`config.mk`:
```
export PLATFORM = sky130hd
export DESIGN_NAME = cache_lookup
export DESIGN_NICKNAME = d
export VERILOG_FILES = /design/src/cache_pkg.sv /design/src/cache_lookup.sv
export VERILOG_INCLUDE_DIRS = /design/src /design/src/src
export SDC_FILE = /design/constraint.sdc
export NUM_CORES = 1
export LEC_CHECK = 0
export BUFFER_PORTS_ARGS = -buffer_cell sky130_fd_sc_hd__buf_2
export CORE_MARGIN = 2
export CORE_UTILIZATION = 27
export DETAILED_ROUTE_END_ITERATION = 16
export PLACE_DENSITY = 0.81
export SETUP_SLACK_MARGIN = 0.2
export SLEW_MARGIN = 10
export SYNTH_ARGS = -nofsm -noshare
export SYNTH_HDL_FRONTEND = slang
export SYNTH_SLANG_ARGS = --single-unit
```
`constraint.sdc`:
```
create_clock -name clk -period 1.34 [get_ports clk]
set_input_delay 0.268 -clock clk [delete_from_list [all_inputs] [get_ports clk]]
set_output_delay 0.268 -clock clk [all_outputs]
set_load 0.03 [all_outputs]
```
`src/cache_config.svh`:
```
`ifndef CACHE_CONFIG_SVH
`define CACHE_CONFIG_SVH

`define CACHE_WORD_BITS       32
`define CACHE_ADDR_BITS       32
`define CACHE_INDEX_BITS      5     // 32 lines
`define CACHE_OFFSET_BITS     6     // 64-byte lines
`define CACHE_WORDS_PER_LINE  16

// sizes that follow from the ones above
`define CACHE_BYTE_OFF_BITS   2
`define CACHE_WORD_OFF_BITS   (`CACHE_OFFSET_BITS - `CACHE_BYTE_OFF_BITS)
`define CACHE_TAG_BITS        (`CACHE_ADDR_BITS - `CACHE_INDEX_BITS - `CACHE_OFFSET_BITS)
`define CACHE_LINES           (1 << `CACHE_INDEX_BITS)

`endif

```
`src/cache_pkg.sv`:
```
`include "cache_config.svh"

package cache_pkg;

    // decoded CPU request
    typedef enum logic [1:0] {
        OP_NONE  = 2'd0,
        OP_READ  = 2'd1,
        OP_WRITE = 2'd2
    } cpu_op_e;

    // byte address seen as its cache fields
    typedef struct packed {
        logic [`CACHE_TAG_BITS-1:0]      tag;
        logic [`CACHE_INDEX_BITS-1:0]    index;
        logic [`CACHE_WORD_OFF_BITS-1:0] word_off;
        logic [`CACHE_BYTE_OFF_BITS-1:0] byte_off;
    } cache_addr_t;

    // one full line image as it goes into the array
    typedef struct packed {
        logic [`CACHE_TAG_BITS-1:0]                             tag;
        logic [`CACHE_WORDS_PER_LINE-1:0][`CACHE_WORD_BITS-1:0] data;   // word 0 at the low end
        logic                                                   valid;
    } cache_line_t;

endpackage

```
`src/cache_lookup.sv`:
```
`timescale 1ns/1ps
`include "cache_config.svh"

module cache_lookup (
    input  logic                        clk,
    input  logic                        rst,
    input  logic                        re,
    input  logic                        wr,
    input  logic [`CACHE_ADDR_BITS-1:0] addr,
    input  logic                        busy,
    input  logic [`CACHE_TAG_BITS-1:0]  tag_stored,
    input  logic                        valid_stored,
    output cache_pkg::cpu_op_e          op,
    output cache_pkg::cache_addr_t      addr_f,
    output logic                        hit,
    output logic                        hit_ack
);
    import cache_pkg::*;

    logic tag_match;
    logic read_hit_idle;

    always_comb begin
        if (wr) begin
            op = OP_WRITE;   // wr wins when both strobes are up
        end else if (re) begin
            op = OP_READ;
        end else begin
            op = OP_NONE;
        end
    end

    assign addr_f    = cache_addr_t'(addr);
    assign tag_match = (addr_f.tag == tag_stored);
    assign hit       = valid_stored && tag_match;

    // read misses and all writes are acked by the controller
    assign read_hit_idle = (op == OP_READ) && hit && !busy;

    always_ff @(posedge clk or posedge rst) begin
        if (rst) begin
            hit_ack <= 1'b0;
        end else begin
            hit_ack <= read_hit_idle && !hit_ack;   // re is still held in the ack cycle
        end
    end

    assert property (@(posedge clk) disable iff (rst) hit_ack |=> !hit_ack)
        else $error("hit_ack high for two cycles");

endmodule

```
==> results.json <==
{
  "crit_chain": "buf_6 -> xor2_1 -> or4_4 -> nor3_4 -> buf_6",
  "place_congestion": 0.656,
  "start_util": 0.281,
  "finalCoreUtilization": 0.433,
  "critPathLaunch": "tag_stored[10]",
  "critical_path_required_ns": 1.07,
  "rr_worst_depth": 3,
  "dp_cells": 139,
  "grt.busiest_layer": "met2",
  "viasPerCell": 4.02,
  "critPathArrivalTime_ns": 1.39,
  "die_height_um": 48.7,
  "slew_headroom": 0.809,
  "cp_max_fo": 2,
  "dieArea_mm2": 0.00238,
  "cp-start-kind": "input pin",
  "cap_violations": 0,
  "overflow": 0,
  "ioPinCount": 95,
  "use_met1": 0.0810,
  "row_count": 16,
  "dr.pass1.iters": 4,
  "crit_slowest_cell": "or4_4",
  "grt_pass1_wl_um": 2270,
  "peakVddDrop_uv": 132,
  "largest_reg_flops": 1,
  "antenna_left": 0,
  "setup_slack_ns": -0.316,
  "setup_viol": 2,
  "hold_viol": 0,
  "grt_usage": 0.115,
  "powerDensity_mw_per_mm2": 381,
  "drive_gt1_frac": 0.743,
  "total_power_mw": 0.317,
  "design.core.area_mm2": 0.00192,
  "crit_path_end_kind": "primary output",
  "setup_tns_ns": -0.567,
  "yosysWarnings": 0,
  "fin_crit_ns": 1.66,
  "period_share": 1.24,
  "post-place-ws_ns": -0.438,
  "status": "finished, violations left",
  "ys_ff_latch": 1,
  "portBuffers": 72,
  "num_vias": 563,
  "hold_class": "input pin to async pin",
  "violations": "negative setup slack",
  "met3_usage": 0.0185,
  "endpoint": "hit",
  "grt_pass1_vias": 605,
  "reg_top3": "hit_ack x1",
  "postCtsHoldBufs": 0,
  "route.detailed.drc": 0,
  "max_freq_ghz": 0.604,
  "skew_ns": 0,
  "rsz0062_at_grt": "yes",
  "rrSetupSlack_ns": 0.46,
  "crit_top_cell": "buf_6",
  "r2r-end": "hit_ack",
  "ys_seq_area_frac": 0.0463,
  "grt_max_degree": 4,
  "slowest_delay_ns": 0.53,
  "p_leak_nw": 0.476,
  "slew_violations": 0,
  "clock_latency_ns": 0,
  "wire_per_inst_um": 10.3,
  "synth_cell_types": 16,
  "top_register": "hit_ack",
  "die_w_um": 48.7,
  "stdcell_count": 140,
  "place_hpwl_um": 1290,
  "nNetsFinal": 174,
  "worst_pin_slew_ns": 0.286,
  "diodes": 0,
  "met2_usage": 0.267,
  "synth_cells": 70,
  "timing.rr.start": "hit_ack",
  "routed_wl_um": 1450,
  "drtIter0Drc": 5,
  "area_growth_syn_to_layout_pct": 53.9,
  "netlist_area_um2": 541,
  "antenna_found_initial": 0,
  "synth_area_per_cell_um2": 7.72,
  "path_clk_slew_ns": 0,
  "synthesis.nets": 129,
  "critPathKind": "input pin to primary output"
}
==> layer usage <==
metal / vias up / routed length [µm]
li1: 280 / -
met1: 248 / 359
met2: 31 / 934
met3: 4 / 114
met4: 0 / 38
met5: - / 0
==> cell families after synthesis <==
kind of cell,after synthesis,synth area share
AO/OA/AOI/OAI,3,0.0394
XOR/XNOR,18,0.292
buffers and inverters,37,0.486
flip-flops,1,0.0463
AND/OR/NAND/NOR,11,0.137
==> synth_stat cells <==
| library cell | n | area (µm²) |
|---|---|---|
| nand4_1 | 2 | 12.5 |
| nor2_1 | 1 | 3.75 |
| nor3_1 | 1 | 5.00 |
| or4_4 | 1 | 11.3 |
| inv_1 | 4 | 15.0 |
| nor4_2 | 1 | 12.5 |
| nand2_1 | 1 | 3.75 |
| a222oi_1 | 1 | 10.0 |
| buf_4 | 33 | 248 |
| nor4_1 | 3 | 18.8 |
| o22ai_1 | 1 | 6.26 |
| dfrtp_1 | 1 | 25.0 |
| xnor2_1 | 4 | 35.0 |
| nor2b_1 | 1 | 6.26 |
| xor2_1 | 14 | 123 |
| o21ai_0 | 1 | 5.00 |
==> final cells by class <==
type                       count  area [µm²]
sequential                     1        25.0
fill                         210        1090
timing repair buffer          76         457
multi-input combinational     32         302
tap                           27        33.8
inverter                       4        15.0
==> cells in the final DEF, fill, tap and decap left out <==
| cell | instances |
|---|---|
| nand4_1 | 2 |
| o21ai_1 | 1 |
| nand2_1 | 1 |
| nor3_4 | 1 |
| inv_1 | 4 |
| xor2_1 | 13 |
| o22ai_1 | 1 |
| nor4_4 | 1 |
| xor2_2 | 1 |
| nor2b_2 | 1 |
| xnor2_1 | 4 |
| nor4_2 | 3 |
| buf_6 | 11 |
| or4_4 | 1 |
| buf_2 | 62 |
| dfrtp_1 | 1 |
| buf_4 | 3 |
| nor2_1 | 1 |
| a222oi_1 | 1 |
==> metrics by stage <==
step	instance area (µm²)	hold WS (ns)
final	832	0.103
after global routing	832	0.124
after CTS	772	0.107
after detailed placement	723	0.105
after global placement	723	0.100
after floorplan	554	-0.00329
==> repair_timing <==
item	4_1_cts	5_1_grt
pin swaps	4	5
setup endpoints to repair	2	2
resized for setup	8	9
setup buffers	1	0
==> worst max-delay path: cells and delay by family <==
kind                      cells  cell delay, ns
xor gates and xnor gates      1            0.15
buffers and inverters         2            0.24
and+or+nand+nor               2            0.73
==> power by group <==
group	switching [mW]	total (mW)	internal, mW
Sequential	0.00000000233	0.0307	0.0307
Combinational	0.157	0.287	0.130
Clock	0	0	0
==> worst min path at each step <==
stage | start | endpoint | slack [ns] | depth (start not counted)
after detailed placement | rst | hit_ack | 0.11 | 2
after CTS | rst | hit_ack | 0.11 | 2
after global placement | rst | hit_ack | 0.10 | 2
after floorplan | rst | hit_ack | -0.003 | 1
final | rst | hit_ack | 0.10 | 2
after global routing | rst | hit_ack | 0.12 | 2
(Power assumes the default switching activity.)
