[config.mk]
export PLATFORM = sky130hd
export DESIGN_NAME = miss_controller
export DESIGN_NICKNAME = d
export VERILOG_FILES = /design/src/cache_pkg.sv /design/src/mem_bus_pkg.sv /design/src/miss_controller.sv
export VERILOG_INCLUDE_DIRS = /design/src /design/src/src
export SDC_FILE = /design/constraint.sdc
export NUM_CORES = 1
export LEC_CHECK = 0
export BUFFER_PORTS_ARGS = -buffer_cell sky130_fd_sc_hd__buf_2
export CORE_AREA = 5 5 271 273
export DETAILED_ROUTE_END_ITERATION = 10
export DIE_AREA = 0 0 276 278
export HOLD_SLACK_MARGIN = 0.1
export PLACE_DENSITY = 0.55
export REMOVE_ABC_BUFFERS = 1
export SKIP_LAST_GASP = 1
export SYNTH_ARGS = -nofsm -noshare
export SYNTH_HDL_FRONTEND = slang
export SYNTH_SLANG_ARGS = --single-unit
export TNS_END_PERCENT = 1
[constraint.sdc]
create_clock -name clk -period 14.3 [get_ports clk]
set_input_delay 2.145 -clock clk [delete_from_list [all_inputs] [get_ports clk]]
set_output_delay 2.145 -clock clk [all_outputs]
set_load 0.05 [all_outputs]
[src/cache_config.svh]
`ifndef CACHE_CONFIG_SVH
`define CACHE_CONFIG_SVH

`define CACHE_WORD_BITS       32
`define CACHE_ADDR_BITS       32
`define CACHE_INDEX_BITS      5     // 32 lines
`define CACHE_OFFSET_BITS     6     // 64-byte lines
`define CACHE_WORDS_PER_LINE  16

// sizes that follow from the ones above
`define CACHE_BYTE_OFF_BITS   2
`define CACHE_WORD_OFF_BITS   (`CACHE_OFFSET_BITS - `CACHE_BYTE_OFF_BITS)
`define CACHE_TAG_BITS        (`CACHE_ADDR_BITS - `CACHE_INDEX_BITS - `CACHE_OFFSET_BITS)
`define CACHE_LINES           (1 << `CACHE_INDEX_BITS)

`endif

[src/cache_pkg.sv]
`include "cache_config.svh"

package cache_pkg;

    // decoded CPU request
    typedef enum logic [1:0] {
        OP_NONE  = 2'd0,
        OP_READ  = 2'd1,
        OP_WRITE = 2'd2
    } cpu_op_e;

    // byte address seen as its cache fields
    typedef struct packed {
        logic [`CACHE_TAG_BITS-1:0]      tag;
        logic [`CACHE_INDEX_BITS-1:0]    index;
        logic [`CACHE_WORD_OFF_BITS-1:0] word_off;
        logic [`CACHE_BYTE_OFF_BITS-1:0] byte_off;
    } cache_addr_t;

    // one full line image as it goes into the array
    typedef struct packed {
        logic [`CACHE_TAG_BITS-1:0]                             tag;
        logic [`CACHE_WORDS_PER_LINE-1:0][`CACHE_WORD_BITS-1:0] data;   // word 0 at the low end
        logic                                                   valid;
    } cache_line_t;

endpackage

[src/mem_bus_pkg.sv]
`include "cache_config.svh"

package mem_bus_pkg;

    // request bundle on the external memory port
    typedef struct packed {
        logic                        re;
        logic                        wr;
        logic [`CACHE_ADDR_BITS-1:0] addr;
        logic [`CACHE_WORD_BITS-1:0] wr_data;
    } mem_req_t;

    typedef enum logic [2:0] {
        MS_IDLE      = 3'd0,
        MS_WRITE     = 3'd1,
        MS_WRITE_FIN = 3'd2,
        MS_READ      = 3'd3,   // first word of a fill outstanding
        MS_READING   = 3'd4,
        MS_READ_FIN  = 3'd5
    } miss_state_e;

endpackage

[src/miss_controller.sv]
`timescale 1ns/1ps
`include "cache_config.svh"

module miss_controller (
    input  logic                        clk,
    input  logic                        rst,
    input  cache_pkg::cpu_op_e          op,
    input  cache_pkg::cache_addr_t      addr_f,
    input  logic                        hit,
    input  logic [`CACHE_WORD_BITS-1:0] wr_data,
    input  logic [`CACHE_WORD_BITS-1:0] ext_data_in,
    input  logic                        ext_ack,
    output mem_bus_pkg::mem_req_t       mem_req,
    output logic                        fill_valid,
    output cache_pkg::cache_line_t      fill_line,
    output logic                        word_wr_en,
    output logic                        busy,
    output logic                        re_miss_ack,
    output logic                        wr_ack
);
    import cache_pkg::*;
    import mem_bus_pkg::*;

    miss_state_e                                            state;
    logic [`CACHE_WORD_OFF_BITS-1:0]                        word_cnt;
    logic [`CACHE_WORDS_PER_LINE-1:0][`CACHE_WORD_BITS-1:0] line_buf;
    logic                                                   req_re;
    logic                                                   req_wr;
    logic [`CACHE_ADDR_BITS-1:0]                            req_addr;
    logic [`CACHE_WORD_BITS-1:0]                            req_wdata;
    logic [`CACHE_ADDR_BITS-1:0]                            line_base;
    logic [`CACHE_ADDR_BITS-1:0]                            word_addr;
    logic                                                   last_word;
    logic                                                   start_read;
    logic                                                   start_write;
    logic                                                   fill_beat;

    assign line_base = {addr_f.tag, addr_f.index, {`CACHE_OFFSET_BITS{1'b0}}};
    assign word_addr = {addr_f.tag, addr_f.index, addr_f.word_off,
                        {`CACHE_BYTE_OFF_BITS{1'b0}}};

    assign last_word   = (int'(word_cnt) == `CACHE_WORDS_PER_LINE - 1);
    assign start_write = (op == OP_WRITE);
    assign start_read  = (op == OP_READ) && !hit && !re_miss_ack;
    assign fill_beat   = ext_ack && ((state == MS_READ) || (state == MS_READING));

    assign mem_req = '{re: req_re, wr: req_wr, addr: req_addr, wr_data: req_wdata};

    assign fill_line = '{tag: addr_f.tag, data: line_buf, valid: 1'b1};

    // the ack cycle after a fill still counts as busy so the hit path stays quiet
    assign busy = (state != MS_IDLE) || re_miss_ack;

    always_ff @(posedge clk or posedge rst) begin
        if (rst) begin
            state       <= MS_IDLE;
            word_cnt    <= '0;
            req_re      <= 1'b0;
            req_wr      <= 1'b0;
            fill_valid  <= 1'b0;
            word_wr_en  <= 1'b0;
            re_miss_ack <= 1'b0;
            wr_ack      <= 1'b0;
        end else begin
            fill_valid  <= 1'b0;
            word_wr_en  <= 1'b0;
            wr_ack      <= 1'b0;
            re_miss_ack <= fill_valid;   // rd_data holds the filled word by then
            case (state)
                MS_IDLE: begin
                    word_cnt <= '0;
                    if (start_write) begin
                        req_wr <= 1'b1;
                        state  <= MS_WRITE;
                    end else if (start_read) begin
                        req_re <= 1'b1;
                        state  <= MS_READ;
                    end
                end
                MS_WRITE: begin
                    if (ext_ack) begin
                        req_wr     <= 1'b0;
                        wr_ack     <= 1'b1;
                        word_wr_en <= hit;   // a write miss does not allocate
                        state      <= MS_WRITE_FIN;
                    end
                end
                MS_WRITE_FIN: begin
                    state <= MS_IDLE;
                end
                MS_READ, MS_READING: begin
                    if (ext_ack) begin
                        if (last_word) begin
                            req_re     <= 1'b0;
                            fill_valid <= 1'b1;
                            state      <= MS_READ_FIN;
                        end else begin
                            word_cnt <= word_cnt + 1'b1;
                            state    <= MS_READING;
                        end
                    end
                end
                MS_READ_FIN: begin
                    state <= MS_IDLE;
                end
                default: begin
                    state <= MS_IDLE;
                end
            endcase
        end
    end

    always_ff @(posedge clk) begin
        if (state == MS_IDLE) begin
            req_addr  <= start_write ? word_addr : line_base;
            req_wdata <= wr_data;
        end else if (fill_beat) begin
            req_addr <= req_addr + `CACHE_ADDR_BITS'(`CACHE_WORD_BITS / 8);
            line_buf <= {ext_data_in, line_buf[`CACHE_WORDS_PER_LINE-1:1]};
        end
    end

    assert property (@(posedge clk) disable iff (rst) !(mem_req.re && mem_req.wr))
        else $error("external read and write requested together");

    assert property (@(posedge clk) disable iff (rst) fill_valid |-> (state == MS_READ_FIN))
        else $error("line fill outside MS_READ_FIN");

endmodule

==> results list, run 1 <==
* Worst Setup SP: state[1]
* Final hold violations: 0
- The initial utilization of the core area, before any placement, comes to between 20% and 30%.
* Post-route clock period utilization: approximately 34%
- Via density per instance: roughly 4.1
- In this run switching power makes up slightly below 40% of total power.
- For this block, the via count after detailed routing is 10600.
- The global routing stage identified its most utilized layer as met2.
- During I/O placement, the number of pins put on the boundary was 707.
- Via count of the first global-routing pass: ~11000
* Total area of multi-input combinational cells: 1199 um^2
- Counting the fill cells in the layout gives roughly 6800.
- Tightest Pin Transition: 1.180 ns
* Slowest Stage Delay on Critical Path: ~0.54 ns
* Number of antenna violations at the first check in global routing: 4
* Global routing usage summed across all routing layers: 13.21%
* Global routing met2 resource utilization: 21.77%
* Number of max-cap violations: 0
- The analysis attributes to net switching a power of roughly 0.0022 W.
- Area taken by flip-flops and latches: about 18000 um^2
* Detailed Place HPWL: 40600 um
* Count of state elements after synthesis: 587
* Category of the critical setup timing path: reg -> out
- Placeable core region: 70870 um^2
- The worst register-to-register path begins at state[1].
- The die is 276 um wide.
- Critical Path, Cell by Cell: or3_1, buf_4, clkinv_1, buf_4, nand2b_1, buf_2
- Data arrival time at the worst-slack endpoint: about 2.7 ns
- Power spread over the standard cell area amounts to between 200 and 250 nW/um^2.
- Setup repair after global routing left no endpoint under its margin.
* Number of remaining DRC errors: 0
- STA puts the critical path data required time at between 10 and 15 ns.
- In this design, the critical path's most frequently occurring cell is sky130_fd_sc_hd__buf_4.
- Fmax: between 200 and 250 MHz
- Summing the areas of all and, or, nand and nor instances in the mapped netlist gives approximately 3.4% of the synthesized area.
- Ys flop type: sky130_fd_sc_hd__edfxtp_1
* Last weighted congestion value of the routability-driven placer: 0.8403
- Summing every instance area after synthesis gives about 19000 um^2.
* Chip Height: 278 um
* Hold path start: fill_valid
* Mapped Avg Cell Area: roughly 23 um^2
- Result of the run: finished, final reports clean
- Relative to the synthesized area, the layout overhead comes to 34.23%.
- Static power due to leakage: roughly 9.6 nW
- Yosys mapped a number of flops with a built-in enable equal to ~570.
- The die covers 76730 um^2.
- Clock period minus final worst setup slack: just under 5 ns
- The worst pin sits at a relative slew slack of 21.36%.
* Final routed wire length divided by cell count: ~21 um
* Family with the most delay on the worst path: buffers and inverters
* Critical Path End Type: output port
- Hold WC Path Type: reg -> reg
* Final sum of negative setup slack: 0 ns
- For this run, the number of Yosys warnings is 0.
- By area the synthesized netlist is led by sky130_fd_sc_hd__edfxtp_1, sky130_fd_sc_hd__dfrtp_1, sky130_fd_sc_hd__buf_4.
* Violation count after the first detailed-route iteration: around 700
- The clock tree synthesis step divided the H-tree into 2 levels.
- Total CTS buffers: about 60
* Met1 Track Usage GR: 16.72%
* Synth Area in Adders: less than 1%
- Between clock sinks in the finished design, the worst skew comes to between 0.02 and 0.03 ns.
* Post-CTS setup buffer count: 0
- The final layout contains routed wiring with a total length of 53820 um.
- Measured on the finished design, the core utilization comes to 36.06%.
- Comb pwr share: roughly 29%
* Number of port buffers: 701
- TritonCTS clock tree: done
- The first global-routing pass estimated a little under 80000 um of wire.
- No sink is reached through more buffers than the 3 on the longest clock path.
- Async set or reset register ratio after synthesis: under 10%
- sky130_fd_sc_hd__edfxtp_1 takes more of the synthesized area than any other cell.
* Internal power of the cells: 0.003509 W
* Largest net degree at the start of global routing: ~120
- The number of gates resized after CTS was 0.
- After technology mapping, the gate count stands at just over 800.
- CTS root buffer: sky130_fd_sc_hd__clkbuf_16
- The worst-case IR drop observed on VDD is approximately 130 uV.
* Share of the synthesized netlist area taken by xor and xnor gates: 0.5520%
- Together, buffers and inverters on the worst path number 4.
* Global-route met3 utilization: under 10%
- Setup violations remaining at the end of the flow were counted as 0.
- Clk sink count: 587
- Max FO, Critical Path: 60
- Count of standard-cell rows: between 90 and 100
- The share of total power dissipated in sequential elements is a little over two fifths.
- Fin nets: between 1500 and 2000
* Complex-gate fraction of the synthesized area: under 10%
- In the final layout, the share of cells above drive strength 1 is between 50% and 60%.
- Global routing finished with a remaining overflow of 0.
* Synth top area share: 90.53%
- The pre-antenna-repair detailed-routing pass consisted of 5 iterations.
* Latest clock arrival within the worst-skew pair: ~0.62 ns
- After synthesis, the largest family of logic cells by area is simple AND/OR/NAND/NOR gates.
- The final max-slew violation count was 0.
- Antenna Violating Nets Remaining: 0
- Fraction of the yosys area taken by sequential cells: about 90%
- Hold-fix buffers at CTS: 0
- In this run, the clock network consumes between 20% and 30% of the power.
- Clock-pin transition on the worst setup and hold timing paths: around 0.070 ns
- The slowest stage of the critical path belongs to the cell sky130_fd_sc_hd__buf_4.
* Distinct cell type count after synthesis: 42
- Post-synthesis mux area share: less than 1%
- CP startpoint kind: register
==> worst reg2reg max path: stages (launching register included) <==
cell,delay (ns)
sky130_fd_sc_hd__dfrtp_1,0.45
sky130_fd_sc_hd__nor3b_1,0.37
sky130_fd_sc_hd__o21ai_0,0.41
sky130_fd_sc_hd__inv_8,0.74
sky130_fd_sc_hd__buf_4,0.78
sky130_fd_sc_hd__buf_4,0.82
==> area by class of cell <==
type | count | area share [%]
well taps | 950 | 4.651
diodes | 2 | 0.01958
inverters | 5 | 0.1028
clock inverters | 47 | 1.777
flip-flops and latches | 587 | 68.72
multi-input cells | 198 | 4.690
repair buffers | 709 | 13.96
clock buffers | 68 | 6.076
==> placed cells by master (no fill, tap or decap), drive strengths merged, types with 2 or more instances in the layout <==
master and instances:
buf 709, edfxtp 574, clkbuf 68, clkinv 38, nand2 25, o21ai 22
nor2 22, a31oi 16, nand3 13, dfrtp 13, o31ai 12, nand4 12
or4 11, xor2 9, or3 7, bufinv 7, and3 7, and4 5
inv 5, a22o 3, nor2b 3, and2 3, nand2b 3, xnor2 3
a21oi 3, conb 3, diode 2, nor3b 2, a21boi 2, ha 2
clkinvlp 2
==> flip-flops by register name (all words and copies together), names as in the netlist <==
name	cells
word_cnt	4
req_re	1
req_wr	1
word_wr_en	1
fill_line	512
re_miss_ack	1
state	3
wr_ack	1
req_addr	30
fill_valid	1
req_wdata	32
==> routing by layer <==
| layer | vias up | share of wire, % |
|---|---|---|
| li1 | 4759 | - |
| met1 | 5315 | 40 |
| met2 | 439 | 49 |
| met3 | 88 | 7.4 |
| met4 | 0 | 3.3 |
| met5 | - | 0 |
==> Yosys cell counts, drive strengths merged, types with 3 or more instances <==
| cell | count |
|---|---|
| edfxtp | 574 |
| buf | 33 |
| nand2 | 25 |
| nor2 | 22 |
| o21ai | 22 |
| a31oi | 16 |
| dfrtp | 13 |
| nand3 | 13 |
| nand4 | 12 |
| o31ai | 12 |
| or4 | 11 |
| xor2 | 9 |
| and3 | 7 |
| or3 | 7 |
| clkbuf | 6 |
| and4 | 5 |
| inv | 5 |
| a21oi | 3 |
| a22o | 3 |
| and2 | 3 |
| nand2b | 3 |
| nor2b | 3 |
| xnor2 | 3 |
==> cells by family (layout without fill, tap and decap cells) <==
| kind of cell | count (synthesis) | after routing |
|---|---|---|
| XOR/XNOR | 12 | 12 |
| AND/OR/NAND/NOR | 117 | 117 |
| multiplexers | 2 | 2 |
| adder cells (fa/ha/maj) | 2 | 2 |
| flip-flops | 587 | 587 |
| AO/OA/AOI/OAI | 62 | 62 |
| buffers and inverters | 44 | 829 |
| other | 2 | 5 |
==> power by group through the flow <==
stage          clock, W  sequential (W)  combinational, W
2_1_floorplan         0         0.00356          0.000279
3_3_place_gp          0         0.00254           0.00166
3_5_place_dp          0         0.00256           0.00167
4_1_cts         0.00162         0.00253           0.00167
5_1_grt         0.00170         0.00256           0.00172
6_report        0.00157         0.00253           0.00166
==> final timing paths <==
kind                                  end  slack (ns)  cells past startpoint
max                                  busy        9.41                      6
min                           re_miss_ack        0.40                      0
max reg2reg                fill_line[390]       10.30                      5
min reg2reg                   re_miss_ack        0.40                      0
max in group asynchronous     word_cnt[3]       12.33                      2
min in group asynchronous      fill_valid        1.60                      2
==> per-stage QoR <==
step | hold WS [ns] | cells | setup WS, ns | power, W | cell area [um^2]
final | 0.4020 | 2566 | 9.413 | 0.005754 | 25560
after global routing | 0.4083 | 2566 | 9.239 | 0.005980 | 25560
after CTS | 0.4048 | 2564 | 9.371 | 0.005819 | 25550
after detailed placement | 0.3802 | 2449 | 8.725 | 0.004233 | 23540
after global placement | 0.3681 | 2449 | 8.805 | 0.004203 | 23540
after floorplan | 0.4830 | 790 | 1.294 | 0.003840 | 18780
Power figures use the tool's default switching activity.
==> inputs of run 2 (changes only) <==
- clock period: 14.3 -> 5 ns (I/O delays scaled with it)
==> run 2 against run 1 <==
  * Routed wire length grew 1.2%
  * Register-to-register slack lost 8.2 ns
  * Flip-flop and latch count is the same
  * Critical path depth shrank 1
  * Combinational power grew to 2.9 times the previous value
  * Cell area grew 0.95%
  * Sequential power grew to 2.8 times the previous value
  * Cell count grew 0.35%
  * Via count grew 1.5%
  * Total power grew to 2.9 times the previous value
  * Sequential share of layout area shrank 0.65 points
  * Largest power group unchanged
  * Largest cell class unchanged
==> results list, run 2 (same netlist as run 1, synthesis figures left out) <==
* Result of the run: finished, final reports clean
- Wire length of the first global-routing pass: about 80000 um
- The register with the most flip-flops in the layout has 512 of them.
* Buffer levels on the longest clock path: 3
- The number of antenna violations at the first check in global routing came to 1.
- Top-level I/O count: 707
- In the final layout, the share of cells above drive strength 1 is 50.06%.
- After clock tree synthesis, the clock-pin slew on the worst setup and hold paths is about 0.060 ns.
- The worst setup path is captured at an output port.
- At the pin with the least slew margin, the transition time is 0.9905 ns.
* Unrepaired setup endpoints after global routing: false
* DR pass1 iterations: 5
* Latest clock arrival within the worst-skew pair: ~0.59 ns
- Counting cells, the worst reg-to-reg path comes to 4.
* Data arrival time at the worst-slack endpoint: ~2.3 ns
- Number of max-cap violations: 0
* Number of placed cells counting well taps: roughly 2500
* Max FO, Critical Path: 37
- Headroom to the max-slew limit came out at between 30% and 40%.
- Entering global routing, the biggest net connects between 100 and 150 pins.
* Post-CTS setup buffer count: 0
- Post-route clock period utilization: about three fifths
* Count of final setup violators: 0
* Category of the critical setup timing path: reg -> out
* Detailed Place HPWL: ~41000 um
- Post-CTS sizing: 0
* Fin nets: ~1700
- For this run the aggregate overflow at the end of global routing stands at 0.
- The die is 276 um wide.
* Count of standard-cell rows: approximately 100
* Pwr per Cell Area: about 650 nW/um^2
- Hold-fix buffers at CTS: 0
- Routability-driven placement finished with a final weighted congestion of 0.8655.
- TritonCTS clock tree: done
* Placement-stage cell area: approximately 24000 um^2
* Via density per instance: ~4.2
- Final hold violations: 0
- Final Max Tran Viols: 0
- Static power due to leakage: 9.705 nW
* Total CTS buffers: 68
* Wire length reported by the detailed router: roughly 54000 um
- Minimum setup slack among reg-to-reg paths: 2.10 ns
* Via count of the first global-routing pass: around 11000
* Hold WC Path Type: in -> async
- In this run the clock root is driven by a sky130_fd_sc_hd__clkbuf_16.
* Worst IR drop on VDD: approximately 450 uV
- Number of port buffers: approximately 700
- The worst setup path is launched from a register.
- Die area: roughly 77000 um^2
- For the final database, setup skew stands at between 0.015 and 0.02 ns.
* Depth of the CTS H-tree: 3
- Launch instance of the worst register-to-register path: state[1]
* Clock period minus final worst setup slack: 3.011 ns
- For this block, the via count after detailed routing is ~11000.
- In the global route stage, overall resource usage came out at between 10% and 20%.
- Endpoint of the lowest-slack register-to-register path: fill_line[326]
* Number of remaining DRC errors: 0
- The die is around 280 um tall.
* Fin area: approximately 26000 um^2
* Fmax: ~330 MHz
- STA puts the critical path data required time at about 4.3 ns.
- Once layout is complete, the cells apart from fillers number roughly 2600.
- Violation count after the first detailed-route iteration: roughly 860
- Most frequent standard cell in the layout excluding fill and tap cells: sky130_fd_sc_hd__buf_2
* Antenna Violating Nets Remaining: 0
- Clk sink count: 587
* Final routed wire length divided by cell count: 21.16 um
* Relative area change from synthesis to final layout: 35.50%
* Placeable core region: around 71000 um^2
* Commonest cells after routing, fill and taps aside: sky130_fd_sc_hd__buf_2, sky130_fd_sc_hd__edfxtp_1, sky130_fd_sc_hd__clkbuf_16, sky130_fd_sc_hd__nand2_1
- The initial utilization of the core area, before any placement, comes to around 27%.
run 2: changes by cell type in the layout (fill, tap and decap cells not counted), sizes merged:
cell    change
buf         +4
bufinv      -4
clkbuf     +16
clkinv     -10
diode       -1
inv         +4
run 2: worst max-delay path by stage:
stage | to | from | cells past startpoint | slack (ns)
finish | busy | state[1] | 5 | 1.99
global route | busy | state[2] | 5 | 1.80
CTS | busy | state[1] | 5 | 1.95
detailed placement | fill_line[462] | ext_ack | 4 | 2.00
global placement | fill_line[358] | ext_ack | 4 | 2.05
floorplan | fill_line[100] | state[1] | 3 | -6.63
run 2: where the power goes:
part,switching [W],internal [W]
clock,0.00198,0.00275
combinational,0.00399,0.000795
sequential,0.000538,0.00667
run 2: layer usage:
metal / wire [um] / vias to the layer above / GRT usage (%)
li1: - / 4795 / -
met1: 22080 / 5433 / 16.99
met2: 27070 / 433 / 22.45
met3: 3632 / 98 / 3.876
met4: 1704 / 0 / 4.610
met5: 0 / - / 0
run 2: final cells by class:
type	count	area, um^2
diodes	1	2.502
clock buffers	84	1803
clock inverters	37	344.1
fillers	6806	45070
inverters	5	26.28
multi-input cells	198	1199
flip-flops and latches	587	17560
well taps	950	1189
repair buffers	713	3674
run 2: critical path, cell delays in order (launching register included):
cell and delay [ns]:
sky130_fd_sc_hd__dfrtp_1 0.45, sky130_fd_sc_hd__or3_1 0.15, sky130_fd_sc_hd__buf_4 0.34, sky130_fd_sc_hd__clkinv_1 0.19, sky130_fd_sc_hd__nand2b_1 0.23, sky130_fd_sc_hd__buf_2 0.31
run 2: metrics by stage:
| step | util [%] | setup TNS [ns] | hold WS [ns] | total power [W] | setup WS [ns] |
|---|---|---|---|---|---|
| detailed placement | 33.37 | 0 | 0.3629 | 0.01213 | 1.999 |
| CTS | 36.40 | 0 | 0.1821 | 0.01693 | 1.948 |
| global route | 36.40 | 0 | 0.2322 | 0.01740 | 1.802 |
| global placement | 33.37 | 0 | 0.3703 | 0.01205 | 2.050 |
| floorplan | - | -3393.56 | 0.4830 | 0.01098 | -6.628 |
| finish | 36.40 | 0 | 0.2228 | 0.01672 | 1.989 |
==> inputs of run 3 (changes only) <==
- CORE_AREA: 5 5 271 273 -> 5 5 270 272
- DIE_AREA: 0 0 276 278 -> 0 0 275 277
- PLACE_DENSITY: 0.55 -> 0.57
- clock period: 5 -> 2.7 ns (I/O delays scaled with it)
==> run 3 against run 2 <==
  * Sequential share of layout area shrank 2.7 points
  * Setup slack lost 1.7 ns
  * Clock skew down 0.0021 ns
  * Clock-buffer cell count is 15 lower
  * Flip-flop and latch count stayed put
  * Register-to-register slack got worse by 1.6 ns
  * First-iteration DRC count shrank 14%
  * Die area fell by 0.72%
  * Combinational power is 91% higher
  * Largest power group unchanged
==> results list, run 3 (same netlist as run 1, synthesis figures left out) <==
* Layout cells sized above 1: roughly half
* Max reg flops: between 500 and 600
* Clk sink count: between 500 and 600
- Critical Path, Cell by Cell: or3_1, clkinv_2, nand2b_1, buf_2
* Number of max-cap violations: 0
- Worst reg-to-reg path cell count: 6
* Fmax: 409.1 MHz
- The tree is rooted in a sky130_fd_sc_hd__clkbuf_16.
- Final Power: between 0.03 and 0.04 W
- The kind of cell with the highest combined delay along the critical path is simple AND/OR/NAND/NOR gates.
* Via density per instance: ~4.2
- The die covers between 70000 and 80000 um^2.
* Stages on the worst setup path: 4
* Slowest Stage Delay on Critical Path: 0.44 ns
- After detailed routing, the average wire length per cell comes to just over 20 um.
- Setup repair after global routing left no endpoint under its margin.
- Commonest cells after routing, fill and taps aside: sky130_fd_sc_hd__buf_2, sky130_fd_sc_hd__edfxtp_1, sky130_fd_sc_hd__dlygate4sd3_1, sky130_fd_sc_hd__clkbuf_16, sky130_fd_sc_hd__nand2_1
* Detailed Place HPWL: between 40000 and 50000 um
- DR pass1 iterations: 6
- For this block, the initial DRC count from the detailed router was 740.
- For the worst setup path, the data required time is around 2.3 ns.
- Endpoint of the lowest-slack register-to-register path: fill_line[3]
- Clock period minus final worst setup slack: around 2.4 ns
* Overflow left after global routing: 0
- The flow ran to the end, and the final reports show no timing, DRC or antenna violations.
- Pwr per Cell Area: 1173 nW/um^2
- The number of global-route vias before repair is approximately 11000.
- The routed layout has around 11000 vias.
* Max-slew headroom: a little under half
- For this block, the routed nets add up to 55010 um of wire.
- Row generation in the floorplan step produced between 90 and 100 rows.
- STA classifies the critical path startpoint as a register.
* Worst Setup SP: state[1]
- Together, buffers and inverters on the worst path number 2.
- Buffers placed on the I/O ports in this run total between 700 and 800.
- Relative area change from synthesis to final layout: 41.01%
- Count of final setup violators: 0
* Fin nets: around 1800
- Tightest Pin Transition: around 0.8 ns
- Largest net degree at the start of global routing: 52
- Fin area: ~27000 um^2
* Critical-path cell with the highest stage delay: sky130_fd_sc_hd__dfrtp_1
* Horiz. Die Dim: 275 um
- Category of the critical setup timing path: reg -> out
- In this run the worst path has a maximum fanout of 20.
- Capturing instance or port of the critical path: busy
- The final max-slew violation count is 0.
- For the worst setup path, the data arrival time is between 2 and 2.5 ns.
- From bottom edge to top edge, the die measures ~280 um.
* Antenna Violating Nets Remaining: 0
- Once placement finished, the instance area stood at between 20000 and 25000 um^2.
- The congestion estimate from routability-driven global placement came to around 0.86.
* Total CTS buffers: between 60 and 70
- Critical Path End Type: output port
* Worst IR drop on VDD: 598.9 uV
- The hold violation count in the final report is 0.
- Latest clock arrival within the worst-skew pair: about 0.6 ns
* Initial Util: a little over a quarter
- Clk_skew: ~0.013 ns
* Static power due to leakage: approximately 10 nW
- In this run the critical register-to-register path is launched from state[1].
- Hold WC Path Type: in -> reg
* Global routing usage summed across all routing layers: between 10 and 15%
* Wire length of the first global-routing pass: 78210 um
- During I/O placement, the number of pins put on the boundary was a little over 700.
- For this run, design rule violations remaining after detail routing come to 0.
- Placeable core region: roughly 71000 um^2
- Buffer levels on the longest clock path: 3
- Of the available clock period, the critical path in the final layout requires approximately nine tenths.
- The number of antenna violations at the first check in global routing is 2.
- CTS built an H-tree with a depth of 2.
- Most frequent standard cell in the layout excluding fill and tap cells: sky130_fd_sc_hd__buf_2
- Minimum setup slack among reg-to-reg paths: ~0.54 ns
* Clock-pin transition on the worst setup and hold timing paths: approximately 0.060 ns
- TritonCTS built the clock tree.
## run 3: cell types whose count changed in the layout (fill, tap and decap cells not counted), sizes merged
cell	previous run	this run
dlygate4sd3	0	78
buf	713	735
clkbuf	84	69
bufinv	3	13
clkinvlp	2	11
clkinv	28	21
inv	9	7
diode	1	2
## run 3: final cells by class
| class | count | area [um^2] |
|---|---|---|
| Sequential cell | 587 | 17560 |
| Timing Repair Buffer | 813 | 4669 |
| Clock inverter | 47 | 618.1 |
| Tap cell | 950 | 1189 |
| Multi-Input combinational cell | 198 | 1199 |
| Clock buffer | 69 | 1578 |
| Antenna cell | 2 | 5.005 |
| Fill cell | 6544 | 43660 |
| Inverter | 5 | 27.53 |
## run 3: repair_timing
item,4_1_cts,5_1_grt
endpoints found under the setup margin,1,0
hold buffers,78,0
gates resized for setup,1,0
hold endpoints to repair,90,0
buffers inserted,0,0
## run 3: worst min path at each step
stage | start | to | slack (ns) | cells past startpoint
2_1_floorplan | rst | fill_valid | 0.28 | 1
3_3_place_gp | fill_line[37] | fill_line[5] | 0.42 | 0
3_5_place_dp | fill_line[176] | fill_line[144] | 0.43 | 0
4_1_cts | op[1] | req_re | 0.10 | 4
5_1_grt | addr_f[3] | req_addr[3] | 0.14 | 3
6_report | op[1] | req_re | 0.16 | 4
## run 3: worst min-delay path: stages
cell and delay [ns]:
sky130_fd_sc_hd__buf_2 0.09, sky130_fd_sc_hd__nor4b_1 0.09, sky130_fd_sc_hd__nand2_1 0.07, sky130_fd_sc_hd__nand2_1 0.05
## run 3: per-layer routing
| layer | global-route usage (%) | share of wire, % |
|---|---|---|
| met1 | 16.82 | 40 |
| met2 | 23.56 | 51 |
| met3 | 3.440 | 6.7 |
| met4 | 4.427 | 2.8 |
| met5 | 0 | 0 |
## run 3: where the power goes
group / internal (W) / total, W / switching [W]
logic: 0.00168 / 0.00914 / 0.00746
registers: 0.0123 / 0.0133 / 0.00101
clock network: 0.00547 / 0.00901 / 0.00354
total: 0.0195 / 0.0315 / 0.0120
## run 3: per-stage QoR
| step | setup slack (ns) | cells | TNS [ns] | util [%] | hold slack, ns |
|---|---|---|---|---|---|
| 6_report | 0.2556 | 2671 | 0 | 38.08 | 0.1598 |
| 5_1_grt | 0.1148 | 2670 | 0 | 38.07 | 0.1364 |
| 4_1_cts | 0.1925 | 2669 | 0 | 38.07 | 0.1039 |
| 3_5_place_dp | 0.5299 | 2475 | 0 | 33.85 | 0.4266 |
| 3_3_place_gp | 0.5475 | 2475 | 0 | 33.85 | 0.4242 |
| 2_1_floorplan | -8.928 | 790 | -4572.79 | - | 0.2820 |
